$ cat config.mk
export PLATFORM = sky130hd
export DESIGN_NAME = execute
export DESIGN_NICKNAME = d
export VERILOG_FILES = /design/src/verilog/execute_pkg.sv /design/src/verilog/execute.sv /design/src/verilog/fu_matrix_ls.sv /design/src/verilog/fu_scalar_ls.sv /design/src/verilog/fu_alu.sv /design/src/verilog/fu_branch.sv
export VERILOG_INCLUDE_DIRS = /design/src /design/src/verilog
export SDC_FILE = /design/constraint.sdc
export NUM_CORES = 2
export LEC_CHECK = 0
export BUFFER_PORTS_ARGS = -buffer_cell sky130_fd_sc_hd__buf_2
export CAP_MARGIN = 20
export CELL_PAD_IN_SITES_DETAIL_PLACEMENT = 1
export CELL_PAD_IN_SITES_GLOBAL_PLACEMENT = 1
export CORE_UTILIZATION = 45
export CTS_CLUSTER_SIZE = 8
export DETAILED_ROUTE_END_ITERATION = 12
export PLACE_DENSITY = 0.76
export SETUP_SLACK_MARGIN = 0.4
export SKIP_LAST_GASP = 1
export SLEW_MARGIN = 40
export SYNTH_ARGS = -nofsm -noshare
export SYNTH_HDL_FRONTEND = slang
export SYNTH_SLANG_ARGS = --single-unit
$ cat constraint.sdc
create_clock -name CLK -period 5 [get_ports CLK]
set_clock_uncertainty 0.1 [all_clocks]
set_input_delay 0.25 -clock CLK [delete_from_list [all_inputs] [get_ports CLK]]
set_output_delay 0.25 -clock CLK [all_outputs]
set_load 0.02 [all_outputs]
$ cat src/verilog/execute_defines.svh
// Widths and sizes for the execute stage; BTB index and tag split assume WORD_W of 32
`ifndef EXECUTE_DEFINES_SVH
`define EXECUTE_DEFINES_SVH

// Data and address width
`define WORD_W 32

// Branch target buffer geometry
`define BTB_ENTRIES 16

// Index comes from pc[5:2]
`define BTB_IDX_W 4

// Tag is the rest of the pc above the index
`define BTB_TAG_W 26

// Matrix register number
`define MREG_W 4

`endif
$ cat src/verilog/execute_pkg.sv
// Operation and memory request encodings; values are fixed and shared with the testbench
package execute_pkg;

    // Scalar ALU operations
    typedef enum logic [3:0] {
        ALU_ADD  = 4'd0,
        ALU_SUB  = 4'd1,
        ALU_AND  = 4'd2,
        ALU_OR   = 4'd3,
        ALU_XOR  = 4'd4,
        ALU_SLL  = 4'd5,
        ALU_SRL  = 4'd6,
        ALU_SRA  = 4'd7,
        ALU_SLT  = 4'd8,
        ALU_SLTU = 4'd9
    } aluop_t;

    // Scalar memory request kind
    typedef enum logic [1:0] {
        MEM_NONE  = 2'd0,
        MEM_LOAD  = 2'd1,
        MEM_STORE = 2'd2
    } mem_type_t;

endpackage

$ cat src/verilog/execute.sv
// Execute stage top level; memories and register files are outside and only their hits come in
`timescale 1ns/1ps
`include "execute_defines.svh"

module execute
    import execute_pkg::*;
(
    input  logic                CLK,
    input  logic                arst_n,
    input  logic                ihit,
    input  logic [`WORD_W-1:0]  imm,
    // Branch unit
    input  logic                bfu_update_btb,
    input  logic                bfu_branch_outcome,
    input  logic [`WORD_W-1:0]  bfu_pc,
    input  logic [`WORD_W-1:0]  bfu_pc_fetch,
    input  logic [`WORD_W-1:0]  bfu_branch_target,
    output logic                bfu_hit,
    output logic                bfu_pred_outcome,
    output logic [`WORD_W-1:0]  bfu_pred_target,
    // Scalar ALU
    input  aluop_t              salu_aluop,
    input  logic [`WORD_W-1:0]  salu_port_a,
    input  logic [`WORD_W-1:0]  salu_port_b,
    output logic [`WORD_W-1:0]  salu_port_output,
    output logic                salu_negative,
    output logic                salu_overflow,
    output logic                salu_zero,
    // Scalar load/store
    input  mem_type_t           sls_mem_type,
    input  logic [`WORD_W-1:0]  sls_rs1,
    input  logic [`WORD_W-1:0]  sls_rs2,
    input  logic [`WORD_W-1:0]  sls_dmem_in,
    input  logic                sls_dhit_in,
    output logic [`WORD_W-1:0]  sls_dmemaddr,
    output logic [`WORD_W-1:0]  sls_dmemstore,
    output logic [`WORD_W-1:0]  sls_dmemload,
    output logic                sls_dmemREN,
    output logic                sls_dmemWEN,
    output logic                sls_dhit,
    // Matrix load/store
    input  logic                mls_enable,
    input  logic                mls_mhit,
    input  logic                mls_ls_in,
    input  logic [`MREG_W-1:0]  mls_rd_in,
    input  logic [`WORD_W-1:0]  mls_rs_in,
    input  logic [`WORD_W-1:0]  mls_stride_in,
    input  logic [`WORD_W-1:0]  mls_imm_in,
    output logic                mls_done,
    output logic                mls_ls_out,
    output logic [`MREG_W-1:0]  mls_rd_out,
    output logic [`WORD_W-1:0]  mls_address,
    output logic [`WORD_W-1:0]  mls_stride_out
);

    fu_branch bfu (
        .CLK(CLK), .arst_n(arst_n), .ihit(ihit),
        .update_btb(bfu_update_btb), .branch_outcome(bfu_branch_outcome),
        .pc(bfu_pc), .pc_fetch(bfu_pc_fetch), .branch_target(bfu_branch_target),
        .hit(bfu_hit), .pred_outcome(bfu_pred_outcome), .pred_target(bfu_pred_target)
    );

    fu_alu salu (
        .aluop(salu_aluop), .port_a(salu_port_a), .port_b(salu_port_b),
        .port_output(salu_port_output), .negative(salu_negative),
        .overflow(salu_overflow), .zero(salu_zero)
    );

    // Offset is the shared immediate
    fu_scalar_ls sls (
        .CLK(CLK), .arst_n(arst_n), .mem_type(sls_mem_type), .imm(imm),
        .rs1(sls_rs1), .rs2(sls_rs2), .dmem_in(sls_dmem_in), .dhit_in(sls_dhit_in),
        .dmemaddr(sls_dmemaddr), .dmemstore(sls_dmemstore), .dmemload(sls_dmemload),
        .dmemREN(sls_dmemREN), .dmemWEN(sls_dmemWEN), .dhit(sls_dhit)
    );

    fu_matrix_ls mls (
        .CLK(CLK), .arst_n(arst_n), .enable(mls_enable), .mhit(mls_mhit),
        .ls_in(mls_ls_in), .rd_in(mls_rd_in), .rs_in(mls_rs_in),
        .stride_in(mls_stride_in), .imm_in(mls_imm_in), .done(mls_done),
        .ls_out(mls_ls_out), .rd_out(mls_rd_out), .address(mls_address),
        .stride_out(mls_stride_out)
    );

endmodule

$ cat src/verilog/fu_matrix_ls.sv
// Matrix load/store holds one request at a time; enable while busy is dropped, not queued
`timescale 1ns/1ps
`include "execute_defines.svh"

module fu_matrix_ls (
    input  logic                CLK,
    input  logic                arst_n,
    input  logic                enable,
    input  logic                mhit,
    input  logic                ls_in,
    input  logic [`MREG_W-1:0]  rd_in,
    input  logic [`WORD_W-1:0]  rs_in,
    input  logic [`WORD_W-1:0]  stride_in,
    input  logic [`WORD_W-1:0]  imm_in,
    output logic                done,
    output logic                ls_out,
    output logic [`MREG_W-1:0]  rd_out,
    output logic [`WORD_W-1:0]  address,
    output logic [`WORD_W-1:0]  stride_out
);

    logic busy;
    logic capture;
    logic finish;

    assign capture = enable && !busy;
    assign finish  = busy && mhit;

    // Outstanding request flag and done pulse
    always_ff @(posedge CLK or negedge arst_n) begin
        if (!arst_n) begin
            busy <= 1'b0;
            done <= 1'b0;
        end else begin
            done <= finish;
            if (capture) begin
                busy <= 1'b1;
            end else if (finish) begin
                busy <= 1'b0;
            end
        end
    end

    // Request register held until the next capture
    always_ff @(posedge CLK or negedge arst_n) begin
        if (!arst_n) begin
            ls_out     <= 1'b0;
            rd_out     <= '0;
            address    <= '0;
            stride_out <= '0;
        end else if (capture) begin
            ls_out     <= ls_in;
            rd_out     <= rd_in;
            // Effective base address of the matrix
            address    <= rs_in + imm_in;
            stride_out <= stride_in;
        end
    end

endmodule

$ cat src/verilog/fu_scalar_ls.sv
// Scalar load/store; request must be held until dhit_in, and dhit follows one cycle later
`timescale 1ns/1ps
`include "execute_defines.svh"

module fu_scalar_ls
    import execute_pkg::*;
(
    input  logic                CLK,
    input  logic                arst_n,
    input  mem_type_t           mem_type,
    input  logic [`WORD_W-1:0]  imm,
    input  logic [`WORD_W-1:0]  rs1,
    input  logic [`WORD_W-1:0]  rs2,
    input  logic [`WORD_W-1:0]  dmem_in,
    input  logic                dhit_in,
    output logic [`WORD_W-1:0]  dmemaddr,
    output logic [`WORD_W-1:0]  dmemstore,
    output logic [`WORD_W-1:0]  dmemload,
    output logic                dmemREN,
    output logic                dmemWEN,
    output logic                dhit
);

    logic is_load;
    logic is_store;

    assign is_load  = (mem_type == MEM_LOAD);
    assign is_store = (mem_type == MEM_STORE);

    // Base plus offset with no alignment check
    assign dmemaddr  = rs1 + imm;
    assign dmemstore = rs2;
    assign dmemREN   = is_load;
    assign dmemWEN   = is_store;

    // Load data is captured at the hit edge
    always_ff @(posedge CLK or negedge arst_n) begin
        if (!arst_n) begin
            dmemload <= '0;
        end else if (dhit_in && is_load) begin
            dmemload <= dmem_in;
        end
    end

    // Completion pulse one cycle after the hit
    always_ff @(posedge CLK or negedge arst_n) begin
        if (!arst_n) begin
            dhit <= 1'b0;
        end else begin
            dhit <= dhit_in && (is_load || is_store);
        end
    end

endmodule

$ cat src/verilog/fu_alu.sv
// Combinational scalar ALU; shifts use port_b[4:0] and overflow is only defined for add and sub
`timescale 1ns/1ps
`include "execute_defines.svh"

module fu_alu
    import execute_pkg::*;
(
    input  aluop_t              aluop,
    input  logic [`WORD_W-1:0]  port_a,
    input  logic [`WORD_W-1:0]  port_b,
    output logic [`WORD_W-1:0]  port_output,
    output logic                negative,
    output logic                overflow,
    output logic                zero
);

    always_comb begin
        port_output = '0;
        overflow    = 1'b0;
        case (aluop)
            ALU_ADD: begin
                port_output = port_a + port_b;
                // Same-sign operands with a sign change in the sum
                overflow = (port_a[`WORD_W-1] == port_b[`WORD_W-1]) &&
                           (port_output[`WORD_W-1] != port_a[`WORD_W-1]);
            end
            ALU_SUB: begin
                port_output = port_a - port_b;
                overflow = (port_a[`WORD_W-1] != port_b[`WORD_W-1]) &&
                           (port_output[`WORD_W-1] != port_a[`WORD_W-1]);
            end
            ALU_AND: port_output = port_a & port_b;
            ALU_OR:  port_output = port_a | port_b;
            ALU_XOR: port_output = port_a ^ port_b;
            ALU_SLL: port_output = port_a << port_b[4:0];
            ALU_SRL: port_output = port_a >> port_b[4:0];
            ALU_SRA: port_output = $signed(port_a) >>> port_b[4:0];
            ALU_SLT: begin
                port_output = {{(`WORD_W-1){1'b0}}, $signed(port_a) < $signed(port_b)};
            end
            ALU_SLTU: begin
                port_output = {{(`WORD_W-1){1'b0}}, port_a < port_b};
            end
            default: begin
                port_output = '0;
                overflow    = 1'b0;
            end
        endcase
    end

    // Flags follow the result
    assign zero     = (port_output == '0);
    assign negative = port_output[`WORD_W-1];

endmodule

$ cat src/verilog/fu_branch.sv
// Direct-mapped 16-entry BTB; lookup is combinational and updates only land when ihit is high
`timescale 1ns/1ps
`include "execute_defines.svh"

module fu_branch (
    input  logic                CLK,
    input  logic                arst_n,
    input  logic                ihit,
    input  logic                update_btb,
    input  logic                branch_outcome,
    input  logic [`WORD_W-1:0]  pc,
    input  logic [`WORD_W-1:0]  pc_fetch,
    input  logic [`WORD_W-1:0]  branch_target,
    output logic                hit,
    output logic                pred_outcome,
    output logic [`WORD_W-1:0]  pred_target
);

    logic                   valid   [`BTB_ENTRIES];
    logic [`BTB_TAG_W-1:0]  tags    [`BTB_ENTRIES];
    logic [`WORD_W-1:0]     targets [`BTB_ENTRIES];
    logic [1:0]             counters[`BTB_ENTRIES];

    logic [`BTB_IDX_W-1:0]  upd_idx;
    logic [`BTB_TAG_W-1:0]  upd_tag;
    logic [`BTB_IDX_W-1:0]  fetch_idx;
    logic [`BTB_TAG_W-1:0]  fetch_tag;
    logic                   upd_en;
    logic                   upd_match;

    // Word-aligned pcs, so bits 1:0 are not part of index or tag
    assign upd_idx   = pc[`BTB_IDX_W+1:2];
    assign upd_tag   = pc[`WORD_W-1:`BTB_IDX_W+2];
    assign fetch_idx = pc_fetch[`BTB_IDX_W+1:2];
    assign fetch_tag = pc_fetch[`WORD_W-1:`BTB_IDX_W+2];

    assign upd_en    = update_btb && ihit;
    assign upd_match = valid[upd_idx] && (tags[upd_idx] == upd_tag);

    // Lookup
    assign hit          = valid[fetch_idx] && (tags[fetch_idx] == fetch_tag);
    assign pred_target  = targets[fetch_idx];
    assign pred_outcome = counters[fetch_idx][1];

    // Entry valid bits
    always_ff @(posedge CLK or negedge arst_n) begin
        if (!arst_n) begin
            for (int i = 0; i < `BTB_ENTRIES; i++) begin
                valid[i] <= 1'b0;
            end
        end else if (upd_en) begin
            valid[upd_idx] <= 1'b1;
        end
    end

    always_ff @(posedge CLK) begin
        if (upd_en) begin
            targets[upd_idx] <= branch_target;
            if (upd_match) begin
                // Saturating step toward the resolved outcome
                if (branch_outcome && counters[upd_idx] != 2'd3) begin
                    counters[upd_idx] <= counters[upd_idx] + 2'd1;
                end else if (!branch_outcome && counters[upd_idx] != 2'd0) begin
                    counters[upd_idx] <= counters[upd_idx] - 2'd1;
                end
            end else begin
                // Replacement starts weakly biased toward the outcome
                tags[upd_idx]     <= upd_tag;
                counters[upd_idx] <= branch_outcome ? 2'd2 : 2'd1;
            end
        end
    end

endmodule

==> impl_metrics.env <==
export IMPL_power_mw=24.6
export IMPL_worst_slew_pin_slew_ps=906
export IMPL_power_density_nw_per_um2=353
export IMPL_finalSetupViolCount=0
export IMPL_cts_tree="done"
export IMPL_grt_max_degree=103
export IMPL_rr_startpoint="bfu.tags[15][8]$_DFFE_PP_"
export IMPL_syn_area_per_cell_um2=15.0
export IMPL_syn_num_nets=4385
export IMPL_die_y_um=359
export IMPL_critPathLaunchType="primary input"
export IMPL_h_tree_depth=4
export IMPL_clockBufferDepth=3
export IMPL_r2r_end="bfu.counters[6][0]$_DFFE_PP_"
export IMPL_async_flop_share_pct=11.1
export IMPL_port_buffers=572
export IMPL_num_vias=41549
export IMPL_synth_seq_area_share_pct=55.6
export IMPL_synth_top_cell_by_area="edfxtp_1"
export IMPL_yosys_warnings=0
export IMPL_synth_flop_cell="edfxtp_1"
export IMPL_clock_root_buffer="clkbuf_16"
export IMPL_syn_area_um2=57300
export IMPL_r2r_setup_slack_ps=1020
export IMPL_hold_viol=0
export IMPL_fill_cells=12122
export IMPL_grt_pass1_wl_mm=304
export IMPL_worstHoldStart="mls_imm_in[13]"
export IMPL_start_util_pct=45.5
export IMPL_whs_ps=77.6
export IMPL_status="completed"
export IMPL_nNetsFinal=5231
export IMPL_hpwl_mm=133
export IMPL_routed_wl_mm=212
export IMPL_drive_gt1_share_pct=33.7
export IMPL_num_io_pins=641
export IMPL_min_path_cells=5
export IMPL_reg2regPathDepth=10
export IMPL_drc_errors=0
export IMPL_irDropWorstVdd_v=0.000360
export IMPL_die_x_um=359
export IMPL_die_area_um2=129000
export IMPL_fin_crit_sh_pct=93.4
export IMPL_max_cap_violations=0
export IMPL_drt_iter0_drc=4500
export IMPL_critPathCaptureType="output port"
export IMPL_whs_endpoint="mls.address[13]$_DFFE_PN0P_"
export IMPL_max_freq_ghz=0.214
export IMPL_grt_total_usage_pct=32.6
export IMPL_cts_buffers=154
export IMPL_place_area_um2=62900
export IMPL_path_max_fanout=4
export IMPL_grt_pass1_vias=44160
export IMPL_path_class="primary input to output port"
export IMPL_place_congestion=1.01
export IMPL_required_ps=4650
export IMPL_synth_top_area_share_pct=50.3
export IMPL_area_growth_pct=21.7
export IMPL_rsz0062_at_grt="yes"
export IMPL_ant_nets=0
export IMPL_vias_per_cell=6.49
export IMPL_cts_num_sinks=1080
export IMPL_clkTransAtPathRegs_ps=50
export IMPL_hold_class="primary input to flop"
export IMPL_rows=130
export IMPL_finalMaxSlewViolations=0
export IMPL_synth_seq_cells=1080
export IMPL_synth_cells=3817
export IMPL_final_setup_tns_ps=0
export IMPL_synth_distinct_cells=99
export IMPL_antenna_found_initial=22
export IMPL_overflow=0
export IMPL_cellLeakagePower_nw=25.4
export IMPL_core_area_um2=126000
export IMPL_drtPass1Iterations=7
export IMPL_slew_headroom_pct=38.4
export IMPL_synth_edff_count=960
export IMPL_cp_arrival_ps=4320
export IMPL_wl_per_cell_um=33.2
export IMPL_clock_latency_ps=790
export IMPL_finalInstanceArea_um2=69700
export IMPL_fin_crit_ps=4670
export IMPL_synth_area_leaders="edfxtp_1, mux4_2, dfrtp_1, ha_1, mux2_2"
-- Yosys cell counts, types with 15 or more instances --
| cell type | count |
|---|---|
| inv_1 | 126 |
| mux2i_1 | 60 |
| ha_1 | 161 |
| a221oi_1 | 21 |
| a21o_1 | 42 |
| buf_4 | 36 |
| o21a_1 | 19 |
| nand3_1 | 55 |
| a211oi_1 | 30 |
| buf_2 | 48 |
| o211ai_1 | 28 |
| nor2_1 | 238 |
| mux2_2 | 86 |
| edfxtp_1 | 960 |
| xor2_1 | 40 |
| o21bai_1 | 21 |
| nor3_1 | 63 |
| nand4_1 | 29 |
| o21ai_1 | 19 |
| xnor2_1 | 80 |
| and2_1 | 23 |
| o21ai_0 | 104 |
| or2_2 | 23 |
| clkbuf_1 | 126 |
| nor2b_1 | 22 |
| dfrtp_1 | 120 |
| nand2_1 | 184 |
| a22oi_1 | 22 |
| o22ai_1 | 29 |
| nand2b_1 | 29 |
| a31oi_1 | 23 |
| buf_1 | 46 |
| mux4_2 | 473 |
| nor4_1 | 24 |
| a21oi_1 | 158 |
| o31ai_1 | 15 |
-- logic make-up after synthesis --
kind of cell	after synthesis	synth area share, %
multiplexers	631	21.6
flip-flops	1080	55.6
buffers and inverters	398	3.12
AND/OR/NAND/NOR	764	6.46
AO/OA/AOI/OAI	659	7.73
XOR/XNOR	120	1.84
adder cells (fa/ha/maj)	165	3.66
-- report_power, final --
part           internal (mW)  total (mW)  switching, mW  leakage [nW]
Combinational           1.73        4.38           2.64          13.1
Clock                   5.79        9.86           4.07          2.15
Sequential              10.2        10.4          0.191          10.1
Total                   17.7        24.6           6.91          25.4
-- worst max-delay path: stages --
cell	delay, ps
buf_2	150
ha_1	280
fa_1	460
a21oi_1	160
nor2_1	50
nor2_1	190
o32ai_1	130
a311o_1	340
or4_1	510
a221o_2	440
nor2_1	130
nor4b_2	240
buf_4	170
and4_1	290
nand4_1	200
nor3_4	140
buf_2	180
-- worst max path at each step --
stage / to / slack [ps] / start
after floorplan: bfu.tags[12][0]$_DFFE_PP_ / -30 / bfu_pc[2]
after global placement: salu_zero / 90 / salu_port_a[6]
after detailed placement: salu_zero / 40 / salu_port_a[6]
after CTS: salu_zero / 400 / salu_port_b[2]
after global routing: salu_zero / 200 / salu_port_b[0]
final: salu_zero / 330 / salu_port_a[0]
-- registers in the layout, summed over array words and instances, names as in the netlist --
register        count
bfu.targets       512
mls.rd_out          4
sls.dhit            1
mls.stride_out     32
sls.dmemload       32
mls.busy            1
mls.done            1
mls.ls_out          1
bfu.counters       32
bfu.valid          16
mls.address        32
bfu.tags          416
-- area by class of cell --
type	instances	area (um^2)	area share [%]
timing repair buffer	957	6740	9.67
clock inverter	16	379	0.544
clock buffer	210	4120	5.91
sequential	1080	31800	45.7
antenna	17	42.5	0.0611
inverter	131	494	0.710
multi-input combinational	2339	24000	34.4
tap	1650	2060	2.96
-- cell usage in the layout, fill, tap and decap left out, types with 86 or more instances in the layout --
master / instances
buf_2: 563
nor2_1: 223
buf_4: 149
a21oi_1: 158
edfxtp_1: 960
ha_1: 158
mux4_2: 473
dlygate4sd3_1: 207
inv_1: 121
dfrtp_1: 120
nand2_1: 182
clkbuf_16: 156
o21ai_0: 103
mux2_2: 86
-- through the flow --
| step | setup WS, ps | utilization [%] | instances |
|---|---|---|---|
| after detailed placement | 44.9 | 49.9 | 5946 |
| after global placement | 86.6 | 49.9 | 5946 |
| after global routing | 203 | 55.3 | 6392 |
| after floorplan | -32.7 | - | 3817 |
| final | 328 | 55.3 | 6400 |
| after CTS | 401 | 55.2 | 6382 |
-- what timing repair did --
item / 4_1_cts / 5_1_grt
pin swaps: 2 / 1
resized for setup: 12 / 8
setup endpoints to repair: 4 / 4
setup buffers: 2 / 0
hold buffers: 208 / 0
endpoints found under the hold margin: 1135 / 0
-- per-layer routing --
layer	track usage, %	part of all wire, %
met4	15.7	5.2
met5	0	0.035
met2	53.6	49
met3	7.75	9.3
met1	40.6	36
(Power assumes the default switching activity.)
